==> src/source/merge_data_pkg.sv <==
// --------------------
// widths and window constants, merge type codes
// and packed structs of the merge-data engine
// --------------------
`default_nettype none

package merge_data_pkg;

    // --------------------
    // widths
    // --------------------
    localparam int vertex_id_width = 16;
    localparam int data_width      = 32;
    localparam int offset_width    = 16;

    // --------------------
    // configuration window
    // --------------------
    // first word offset owned by this engine
    localparam logic [offset_width-1:0] cfg_window_base = 16'd32;
    // positions 0 and 1 carry fields, 2 and 3 reserved
    localparam int cfg_window_words = 4;

    // --------------------
    // lane buffer sizing
    // --------------------
    localparam int lane_depth     = 4;
    // depth is a power of two, pointers wrap on their own
    localparam int lane_ptr_width = 2;

    // --------------------
    // merge type codes
    // --------------------
    // primary lane data unchanged
    localparam logic [1:0] merge_pass = 2'd0;
    // wrapping sum
    localparam logic [1:0] merge_sum  = 2'd1;
    // unsigned minimum
    localparam logic [1:0] merge_min  = 2'd2;
    // unsigned maximum
    localparam logic [1:0] merge_max  = 2'd3;

    // --------------------
    // structs
    // --------------------
    // memory response word, no back-pressure
    typedef struct packed {
        logic                    valid;
        logic [offset_width-1:0] offset;
        logic [data_width-1:0]   data;
    } memory_response_t;

    // vertex packet, valid/ready travel beside it
    typedef struct packed {
        logic [vertex_id_width-1:0] vertex_id;
        logic [data_width-1:0]      data;
    } vertex_packet_t;

    // loaded merge configuration
    typedef struct packed {
        // bit 0 lane a, bit 1 lane b
        logic [1:0] merge_mask;
        logic [1:0] merge_type;
    } merge_config_t;

endpackage

`default_nettype wire

==> src/source/merge_config_loader.sv <==
// --------------------
// memory response window filter and
// merge configuration sequence
// --------------------
`timescale 1ns/1ps
`default_nettype none

module merge_config_loader (
    input  wire logic                             ap_clk,
    input  wire logic                             arst_n,
    input  wire merge_data_pkg::memory_response_t response_in,
    output merge_data_pkg::merge_config_t         cfg,
    output logic                                  configured
);

    // --------------------
    // signals
    // --------------------
    // registered response word
    merge_data_pkg::memory_response_t response_q;

    // window test on the registered word
    logic in_window;
    logic hit;
    logic seq_start;
    logic seq_advance;

    // one-hot position of the last accepted word
    logic [merge_data_pkg::cfg_window_words-1:0] seq_q;

    // fields collected while the sequence runs
    logic [1:0] mask_stage_q;
    logic [1:0] type_stage_q;

    // --------------------
    // input register
    // --------------------
    always_ff @(posedge ap_clk or negedge arst_n) begin
        if (!arst_n) begin
            response_q <= '0;
        end else begin
            response_q <= response_in;
        end
    end

    // --------------------
    // window filter
    // --------------------
    assign in_window = (response_q.offset >= merge_data_pkg::cfg_window_base) &&
                       (response_q.offset < (merge_data_pkg::cfg_window_base +
                                             merge_data_pkg::cfg_window_words));
    assign hit = response_q.valid && in_window;

    // base offset opens a sequence only when idle
    assign seq_start = hit && (response_q.offset == merge_data_pkg::cfg_window_base) &&
                       (seq_q == '0);
    // any in-window word moves a running sequence on
    assign seq_advance = hit && (seq_q != '0);

    // --------------------
    // sequence and outputs
    // --------------------
    always_ff @(posedge ap_clk or negedge arst_n) begin
        if (!arst_n) begin
            seq_q      <= '0;
            cfg        <= '0;
            configured <= 1'b0;
        end else begin
            if (seq_q[merge_data_pkg::cfg_window_words-1]) begin
                // fourth word taken last cycle, publish
                seq_q      <= '0;
                cfg        <= '{merge_mask: mask_stage_q, merge_type: type_stage_q};
                configured <= 1'b1;
            end else if (seq_start) begin
                seq_q <= merge_data_pkg::cfg_window_words'(1);
            end else if (seq_advance) begin
                seq_q <= seq_q << 1;
            end
        end
    end

    // field capture
    // position 0 is the mask, position 1 the type, rest ignored
    always_ff @(posedge ap_clk) begin
        if (seq_start) begin
            mask_stage_q <= response_q.data[1:0];
        end
        if (seq_advance && seq_q[0]) begin
            type_stage_q <= response_q.data[1:0];
        end
    end

    // --------------------
    // assertions
    // --------------------
    // at most one position live at a time
    assert property (@(posedge ap_clk) disable iff (!arst_n) $onehot0(seq_q))
        else $error("config loader sequence not one-hot: %b", seq_q);

endmodule

`default_nettype wire

==> src/source/merge_lane_buffer.sv <==
// --------------------
// register FIFO for one lane of vertex packets
// --------------------
`timescale 1ns/1ps
`default_nettype none

module merge_lane_buffer (
    input  wire logic                           ap_clk,
    input  wire logic                           arst_n,
    input  wire logic                           in_valid,
    output logic                                in_ready,
    input  wire merge_data_pkg::vertex_packet_t in_packet,
    output logic                                head_valid,
    output merge_data_pkg::vertex_packet_t      head_packet,
    input  wire logic                           pop
);

    // --------------------
    // storage and pointers
    // --------------------
    merge_data_pkg::vertex_packet_t mem_q [merge_data_pkg::lane_depth];

    logic [merge_data_pkg::lane_ptr_width-1:0] wr_ptr_q;
    logic [merge_data_pkg::lane_ptr_width-1:0] rd_ptr_q;
    // one extra bit to hold lane_depth
    logic [merge_data_pkg::lane_ptr_width:0]   count_q;

    logic push;

    // ready only looks at fill level, never at valid or pop
    assign in_ready = (count_q != merge_data_pkg::lane_depth);
    assign push     = in_valid && in_ready;

    // head straight from storage
    assign head_valid  = (count_q != '0);
    assign head_packet = mem_q[rd_ptr_q];

    // --------------------
    // pointer and count update
    // --------------------
    always_ff @(posedge ap_clk or negedge arst_n) begin
        if (!arst_n) begin
            wr_ptr_q <= '0;
            rd_ptr_q <= '0;
            count_q  <= '0;
        end else begin
            if (push) begin
                wr_ptr_q <= wr_ptr_q + 1'b1;
            end
            if (pop) begin
                rd_ptr_q <= rd_ptr_q + 1'b1;
            end
            // simultaneous push and pop keep the count
            if (push && !pop) begin
                count_q <= count_q + 1'b1;
            end else if (!push && pop) begin
                count_q <= count_q - 1'b1;
            end
        end
    end

    // data write
    always_ff @(posedge ap_clk) begin
        if (push) begin
            mem_q[wr_ptr_q] <= in_packet;
        end
    end

    // --------------------
    // assertions
    // --------------------
    // full and no pop, nothing may get in
    assert property (@(posedge ap_clk) disable iff (!arst_n)
        (count_q == merge_data_pkg::lane_depth) && !pop |=>
            (count_q == merge_data_pkg::lane_depth))
        else $error("lane buffer overflow");

    // combiner pops only a present head
    assert property (@(posedge ap_clk) disable iff (!arst_n) pop |-> head_valid)
        else $error("lane buffer popped while empty");

endmodule

`default_nettype wire

==> src/source/merge_data_combiner.sv <==
// --------------------
// merges enabled lane heads into one
// registered output packet stream
// --------------------
`timescale 1ns/1ps
`default_nettype none

module merge_data_combiner (
    input  wire logic                           ap_clk,
    input  wire logic                           arst_n,
    input  wire merge_data_pkg::merge_config_t  cfg,
    input  wire logic                           configured,
    input  wire logic                           a_valid,
    input  wire merge_data_pkg::vertex_packet_t a_packet,
    output logic                                a_pop,
    input  wire logic                           b_valid,
    input  wire merge_data_pkg::vertex_packet_t b_packet,
    output logic                                b_pop,
    output logic                                merged_valid,
    input  wire logic                           merged_ready,
    output merge_data_pkg::vertex_packet_t      merged_out
);

    // --------------------
    // merge of two data values
    // --------------------
    function automatic logic [merge_data_pkg::data_width-1:0] merge_values(
        input logic [1:0]                            merge_type,
        input logic [merge_data_pkg::data_width-1:0] a_data,
        input logic [merge_data_pkg::data_width-1:0] b_data
    );
        logic [merge_data_pkg::data_width-1:0] result;
        case (merge_type)
            merge_data_pkg::merge_sum: result = a_data + b_data;
            merge_data_pkg::merge_min: result = (a_data < b_data) ? a_data : b_data;
            merge_data_pkg::merge_max: result = (a_data > b_data) ? a_data : b_data;
            // pass keeps the primary lane
            default:                   result = a_data;
        endcase
        return result;
    endfunction

    // --------------------
    // signals
    // --------------------
    logic need_a;
    logic need_b;
    logic heads_ready;
    logic out_free;
    logic fire;

    merge_data_pkg::vertex_packet_t merged_next;

    // --------------------
    // issue decision
    // --------------------
    assign need_a = cfg.merge_mask[0];
    assign need_b = cfg.merge_mask[1];

    // all enabled heads present, empty mask never merges
    assign heads_ready = (need_a || need_b) && (!need_a || a_valid) && (!need_b || b_valid);
    // output slot empty or drained this edge
    assign out_free    = !merged_valid || merged_ready;
    assign fire        = configured && heads_ready && out_free;

    // pop only alongside the load of the output register
    assign a_pop = fire && need_a;
    assign b_pop = fire && need_b;

    // --------------------
    // packet select
    // --------------------
    always_comb begin
        merged_next = a_packet;
        case (cfg.merge_mask)
            2'b10: begin
                // lane b alone passes through
                merged_next = b_packet;
            end
            2'b11: begin
                // lane a id, merged data
                merged_next.vertex_id = a_packet.vertex_id;
                merged_next.data      = merge_values(cfg.merge_type, a_packet.data,
                                                     b_packet.data);
            end
            default: begin
                merged_next = a_packet;
            end
        endcase
    end

    // --------------------
    // output register
    // --------------------
    always_ff @(posedge ap_clk or negedge arst_n) begin
        if (!arst_n) begin
            merged_valid <= 1'b0;
        end else begin
            if (fire) begin
                merged_valid <= 1'b1;
            end else if (merged_ready) begin
                merged_valid <= 1'b0;
            end
        end
    end

    // payload, no reset
    always_ff @(posedge ap_clk) begin
        if (fire) begin
            merged_out <= merged_next;
        end
    end

    // --------------------
    // assertions
    // --------------------
    // stalled output holds its packet
    assert property (@(posedge ap_clk) disable iff (!arst_n)
        merged_valid && !merged_ready |=> merged_valid && $stable(merged_out))
        else $error("merged output changed while stalled");

endmodule

`default_nettype wire

==> src/source/engine_merge_data.sv <==
// --------------------
// merge-data engine top, loader plus
// two lane buffers and the combiner
// --------------------
`timescale 1ns/1ps
`default_nettype none

module engine_merge_data (
    input  wire logic                             ap_clk,
    input  wire logic                             arst_n,
    input  wire merge_data_pkg::memory_response_t response_in,
    // lane a
    input  wire logic                             lane_a_valid,
    output logic                                  lane_a_ready,
    input  wire merge_data_pkg::vertex_packet_t   lane_a_in,
    // lane b
    input  wire logic                             lane_b_valid,
    output logic                                  lane_b_ready,
    input  wire merge_data_pkg::vertex_packet_t   lane_b_in,
    // merged stream
    output logic                                  merged_valid,
    input  wire logic                             merged_ready,
    output merge_data_pkg::vertex_packet_t        merged_out,
    output logic                                  configured
);

    // --------------------
    // internal wires
    // --------------------
    merge_data_pkg::merge_config_t  cfg;

    logic                           head_a_valid;
    merge_data_pkg::vertex_packet_t head_a_packet;
    logic                           pop_a;

    logic                           head_b_valid;
    merge_data_pkg::vertex_packet_t head_b_packet;
    logic                           pop_b;

    // configuration from the response stream
    merge_config_loader u_config_loader (
        .ap_clk      (ap_clk),
        .arst_n      (arst_n),
        .response_in (response_in),
        .cfg         (cfg),
        .configured  (configured)
    );

    // lane a buffer
    merge_lane_buffer u_lane_a (
        .ap_clk      (ap_clk),
        .arst_n      (arst_n),
        .in_valid    (lane_a_valid),
        .in_ready    (lane_a_ready),
        .in_packet   (lane_a_in),
        .head_valid  (head_a_valid),
        .head_packet (head_a_packet),
        .pop         (pop_a)
    );

    // lane b buffer
    merge_lane_buffer u_lane_b (
        .ap_clk      (ap_clk),
        .arst_n      (arst_n),
        .in_valid    (lane_b_valid),
        .in_ready    (lane_b_ready),
        .in_packet   (lane_b_in),
        .head_valid  (head_b_valid),
        .head_packet (head_b_packet),
        .pop         (pop_b)
    );

    // head merge and output register
    merge_data_combiner u_combiner (
        .ap_clk       (ap_clk),
        .arst_n       (arst_n),
        .cfg          (cfg),
        .configured   (configured),
        .a_valid      (head_a_valid),
        .a_packet     (head_a_packet),
        .a_pop        (pop_a),
        .b_valid      (head_b_valid),
        .b_packet     (head_b_packet),
        .b_pop        (pop_b),
        .merged_valid (merged_valid),
        .merged_ready (merged_ready),
        .merged_out   (merged_out)
    );

endmodule

`default_nettype wire

==> config.mk <==
export PLATFORM = sky130hd
export DESIGN_NAME = engine_merge_data
export DESIGN_NICKNAME = d
export VERILOG_FILES = /design/src/source/merge_data_pkg.sv /design/src/source/merge_config_loader.sv /design/src/source/merge_lane_buffer.sv /design/src/source/merge_data_combiner.sv /design/src/source/engine_merge_data.sv
export SDC_FILE = /design/constraint.sdc
export NUM_CORES = 1
export LEC_CHECK = 0
export BUFFER_PORTS_ARGS = -buffer_cell sky130_fd_sc_hd__buf_2
export CAP_MARGIN = 20
export CORE_MARGIN = 5
export CORE_UTILIZATION = 40
export CTS_BUF_LIST = sky130_fd_sc_hd__clkbuf_8
export CTS_CLUSTER_DIAMETER = 150
export DETAILED_ROUTE_END_ITERATION = 6
export SYNTH_ARGS = -nofsm -noshare
export SYNTH_HDL_FRONTEND = slang
export SYNTH_SLANG_ARGS = --single-unit
==> constraint.sdc <==
create_clock -name ap_clk -period 5.65 [get_ports ap_clk]
set_input_delay 1.695 -clock ap_clk [delete_from_list [all_inputs] [get_ports ap_clk]]
set_output_delay 1.695 -clock ap_clk [all_outputs]
set_load 0.01 [all_outputs]
### Yosys cells after proc, flatten, opt, wreduce, memory -nomap -nowiden

Memories as Yosys holds them, arrays and structs flattened.
Cells that the tools add are included.
W data, S select, Z words.

| storage, ports and cells | value |
|---|---|
| flip-flop bits (word level) | 95 |
| RAM bits | 384 |
| word-level logic and storage cells | 96 |
| memories kept | 2 |

| cells by class | value |
|---|---|
| add/subtract/negate cells | 9 |
| $lt $le $gt $ge | 4 |
| equal/unequal tests | 8 |
| mux-type cells | 17 |
| reduce and logical (&&, ||, !) cells | 37 |

Memories:

| name | depth | width | read ports | clocked after Yosys merged registers in | wr ports | line | source |
|---|---|---|---|---|---|---|---|
| u_lane_a.mem_q | 4 | 48 | 1 | 0 | 1 | merge_lane_buffer.sv:21 | `merge_data_pkg::vertex_packet_t mem_q [merge_data_pkg::lane_depth];` |
| u_lane_b.mem_q | 4 | 48 | 1 | 0 | 1 | merge_lane_buffer.sv:21 |  |

Operator list:

| kind | number |
|---|---|
| $pmux W32 S3 | 1 |
| $pmux W48 S2 | 1 |
| $mux W32 | 2 |
| $add A32 B32 Y32 | 1 |
| $gt A32 B32 Y1 | 1 |
| $lt A32 B32 Y1 | 1 |
| $logic_and A1 B1 Y1 | 18 |
| $eq A16 B6 Y1 const B | 1 |
| $ge A16 B6 Y1 const B | 1 |
| $lt A16 B6 Y1 const B | 1 |
| $mux W3 | 4 |
| $mux W4 | 3 |
| $reduce_bool A3 Y1 | 3 |
| $add A2 B1 Y2 const B | 4 |
| $eq A2 B2 Y1 const B | 4 |
| $logic_not A1 Y1 | 7 |
| $add A3 B1 Y3 const B | 2 |
| $mux W1 | 6 |
| $ne A3 B3 Y1 const B | 2 |
| $reduce_bool A2 Y1 | 3 |
| $sub A3 B1 Y3 const B | 2 |
| $logic_not A4 Y1 | 1 |
| $logic_or A1 B1 Y1 | 4 |
| $reduce_bool A4 Y1 | 1 |
| $eq A2 B1 Y1 const B | 1 |

### Logic depth before layout (Yosys ltp)

| logic depth | value |
|---|---|
| depth in word-level cells | 10 |
| mapped depth | 19 |
| mapped depth without buffers | 13 |

### Hierarchy

Synthesis repeated with hierarchy kept, for this count alone.

| unflattened totals | value |
|---|---|
| cell total of the unflattened synthesis | 1,373 |
| area total of the unflattened synthesis | 21,702.1 um^2 |

By module, submodules not included:

| module | instances | cells an instance | area an instance (um^2) | sequential area each (um^2) |
|---|---|---|---|---|
| merge_lane_buffer | 2 | 286 | 7,390.8 | 5,940.7 |
| merge_data_combiner | 1 | 745 | 5,871.9 | 1,466.4 |
| merge_config_loader | 1 | 56 | 1,048.5 | 820.8 |

### Worst setup path after synthesis

No wires, ideal clock.

| path | value |
|---|---|
| path kind | input port to flip-flop |
| from | in merged_ready |
| to | reg u_lane_a.count_q[1] (netlist bit) |
| setup time | 0.125 ns |
| data arrival time | 5.641 ns |
| required time | 5.525 ns |
| setup slack | -0.116 ns |
| stages | 7 |
| buffers on the path | 0 |
| cells stage by stage | inv_1 > a21oi_1 > nand2_1 > ha_1 > inv_1 > fa_1 > mux2_2 |

| on the way | value |
|---|---|
| word-level cells in the longest chain between the ends | 6 |
| elaborated cells on any way between the ends | 8 |

RTL lines:

| what | line | source |
|---|---|---|
| from (decl) | engine_merge_data.sv:22 | `input wire logic merged_ready,` |
| $logic_or A1 B1 Y1 * | merge_data_combiner.sv:63 | `assign out_free = !merged_valid \|\| merged_ready;` |
| $logic_and A1 B1 Y1 * | merge_data_combiner.sv:64 | `assign fire = configured && heads_ready && out_free;` |
| named net u_combiner.fire | merge_data_combiner.sv:50 | `logic fire;` |
| $logic_and A1 B1 Y1 * | merge_data_combiner.sv:67 | `assign a_pop = fire && need_a;` |
| $logic_not A1 Y1 | merge_lane_buffer.sv:54 | `if (push && !pop) begin` |
| $logic_and A1 B1 Y1 | merge_lane_buffer.sv:54 |  |
| $mux W3 / $reduce_bool A2 Y1 (equally long branches) | -- |  |
| to (signal assigned) | merge_lane_buffer.sv:55 | `count_q <= count_q + 1'b1;` |
| to (signal assigned) | merge_lane_buffer.sv:57 | `count_q <= count_q - 1'b1;` |
| to (decl) | merge_lane_buffer.sv:26 | `logic [merge_data_pkg::lane_ptr_width:0] count_q;` |

The timed path passes the listed nets; every way through them passes the cells marked *.
A chain may end at the register's enable or synchronous reset.

==> summary.txt <==
Synth
  – Cells after synthesis: 1363
  – Synth warn: 0
  – Seq/Total Area, Yosys: 0.6580
  – Post-synthesis register bit count: 479
  – Post-Syn Area: 21530 µm²
  – Post-synth ARST share: 0.08977
  – Top cell type's share of synthesized area: 0.6080
  – Mapped Nets: 1589
  – Synth area leaders: edfxtp_1, mux4_2, dfrtp_1
  – Post-synth EDFFs: 436
  – Syn avg cell area: 15.80 µm²
  – Largest area contributor in the netlist: edfxtp_1
  – Yosys cell types: 91
  – Main synth FF type: edfxtp_1

Floorplanning
  – Die X: 242.0 µm
  – Num ports: 202
  – CORE AREA: 53600 µm²
  – Starting Density: 0.4018
  – Die Y-Extent: 242.0 µm
  – Row count: 85
  – Die Footprint: 58580 µm²

Detailed routing
  – Drt total wl: 54860 µm
  – # DRC: 0
  – Drt pass-1 iters: 5
  – Via count: 12850
  – WL/cell: 23.37 µm
  – Met3 WL post-DR: 3600 µm
  – Max Used Layer: met5
  – Via density: 5.474
  – Detailed Route Iter0 Violations: 999
  – Post-route ant nets: 0
  – Met1 WL: 22380 µm
  – Met2 WL post-DR: 27530 µm

Job
  – Max cap viols: 0

Final layout
  – Post-layout util: 0.4633
  – Area grow syn2layout: 15.32%
  – Register Area: 14180 µm²
  – Commonest non-fill, non-tap cell in the layout: edfxtp_1
  – Non-Filler Instances: 2348
  – Highest-count cells in the layout ignoring fill and taps: edfxtp_1, buf_2, nand2_1, mux4_2, inv_1
  – Antenna Cells: 0
  – Post-layout nets: 1812
  – Post-Layout Inst Area: 24830 µm²
  – Area of the multi-input gates: 6709 µm²
  – Layout cells sized above 1: 0.2760
  – Filler cells: 4721

STA
  – Max Clock Skew: 0.03950 ns
  – Fmax: 0.2063 GHz
  – RSZ-0062 raised after global routing: false
  – Final min period: 4.847 ns
  – Setup TNS: 0 ns
  – Final setup fails: 0
  – Max-slew violation count: 0
  – Worst slew margin: 0.3342
  – Period utilisation layout: 0.8579
  – Tightest Pin Transition: 0.9986 ns
  – Hold Violations, Final: 0
  – Min Hold Slack: 0.4719 ns
  – Final setup margin: 0.8027 ns

Worst setup path
  – Critical path peak fanout: 29
  – Critical path class: register to register
  – Worst Path Arrival: 5.16 ns
  – Worst Path Required: 5.96 ns
  – Crit path launch type: register
  – CP endpoint kind: register

Clock tree
  – Setup bufs post-CTS: 0
  – Hold_buf cts: 0
  – Htree depth: 3
  – Clk sink count: 479
  – Skew-Pair Late Insertion Delay: 0.67 ns
  – CTS buffer count: 82
  – Clock transition at path regs: 0.06 ns
  – Root buffer cell: clkbuf_8
  – CTS tree: built
  – Max clock buf depth: 3
  – CTS resizes: 0

Placed design
  – Place WS: 0.7843 ns
  – Final GP Congestion: 0.9122
  – Post-Place Cell Area: 23160 µm²
  – PortBufs: 171
  – Hpwl dp: 37640 µm
  – Placed Cells: 2197

Power
  – Logic pwr share: 0.203
  – Sequential power share: 0.477
  – Int Pwr: 6.946 mW
  – Cell Pwr Density: 394.7 nW/µm²
  – Peak VDD IR: 0.2842 mV
  – Psw: 2.855 mW
  – Clock Power Share: 0.320
  – Leakage: 8.845 nW
  – Final Power: 9.801 mW
  – Switch share: 0.2913

Outcome
  – Status: finished, final reports clean

Global route
  – GRT Total Usage: 0.1827
  – Largest net degree at the start of global routing: 44
  – Initial antenna violation count: 8
  – Global-route wire length before repair: 81640 µm
  – Vias in the first global route: 12960
  – Congestion Overflow GR: 0

Worst hold path
  – Hold Path Class: register to register
==> cell usage after synthesis (5+ instances only) <==
cell type	number
mux2i_1	17
a222oi_1	8
a31oi_1	8
nor2b_1	5
o21ai_0	53
o21bai_1	9
a211oi_1	6
buf_2	13
and3_1	10
mux4_2	95
nand3_1	20
nand2b_1	8
o22ai_1	6
a22oi_1	7
inv_1	73
and4_1	5
o221ai_1	18
clkbuf_1	23
xor2_1	6
nand4_1	7
ha_1	73
nor4_1	7
o31ai_1	7
buf_6	6
dfrtp_1	43
nor3_1	19
a21oi_1	53
o211ai_1	20
buf_1	9
xnor2_1	31
edfxtp_1	436
nor2_1	58
mux2_2	6
nand2_1	102
==> final timing paths <==
check | start | endpoint | slack, ns | cells past startpoint
worst max register to register | u_lane_a.rd_ptr_q[0] | u_combiner.merged_out[10] | 0.80 | 12
worst max-delay path | u_lane_a.rd_ptr_q[0] | u_combiner.merged_out[10] | 0.80 | 12
worst min-delay path | u_config_loader.response_q[0] | u_config_loader.type_stage_q[0] | 0.47 | 0
min in group asynchronous | arst_n | u_lane_a.wr_ptr_q[1] | 0.87 | 1
max in group asynchronous | arst_n | u_lane_b.rd_ptr_q[0] | 4.32 | 2
worst min register to register | u_config_loader.response_q[0] | u_config_loader.type_stage_q[0] | 0.47 | 0
==> metal layers <==
metal / vias up / GRT usage
met2: 434 / 0.3110
met4: 16 / 0.05052
li1: 5834 / -
met3: 96 / 0.05318
met5: - / 0
met1: 6474 / 0.2299
==> worst max-delay path, stage by stage, from the launching register on <==
cell and delay, ns:
dfrtp_4 0.61, buf_12 0.29, mux4_2 0.65, ha_1 0.48, nand3_1 0.15, or4_4 0.59
a21oi_2 0.21, nor3_1 0.13, o21a_1 0.52, o21ai_0 0.36, nand2_1 0.09, a22oi_1 0.15
o221ai_1 0.24
==> area by class of cell <==
cell class,count,share of cell area
Timing Repair Buffer,204,0.04595
Inverter,75,0.01134
Clock inverter,68,0.02106
Tap cell,696,0.03507
Clock buffer,82,0.04545
Multi-Input combinational cell,744,0.2702
Sequential cell,479,0.5710
==> power groups by stage <==
stage | Sequential (mW) | Clock (mW) | Combinational, mW
finish | 4.68 | 3.14 | 1.99
global placement | 4.71 | 0 | 1.97
detailed placement | 4.75 | 0 | 2.00
global route | 4.72 | 3.40 | 2.18
floorplan | 4.72 | 0 | 1.41
CTS | 4.68 | 3.24 | 2.01
==> flip-flops by register name, indices dropped and copies added, names as in the netlist <==
name / flops
u_lane_a.mem_q: 192
u_lane_b.mem_q: 192
u_combiner.merged_out: 48
u_config_loader.response_q: 19
u_config_loader.cfg: 4
u_config_loader.seq_q: 4
u_lane_a.count_q: 3
u_lane_b.count_q: 3
u_config_loader.mask_stage_q: 2
u_config_loader.type_stage_q: 2
u_lane_a.rd_ptr_q: 2
u_lane_a.wr_ptr_q: 2
u_lane_b.rd_ptr_q: 2
u_lane_b.wr_ptr_q: 2
u_combiner.merged_valid: 1
u_config_loader.configured: 1
==> cells by family after synthesis <==
family                     share of synthesized area
AOI/OAI and AO/OA                            0.08140
xor gates and xnor gates                     0.01505
adders and majority gates                    0.04520
buffers and inverters                        0.03184
DFF                                           0.6580
muxes                                         0.1116
and+or+nand+nor                              0.05694
No activity file was read; power rests on OpenSTA's default activity.
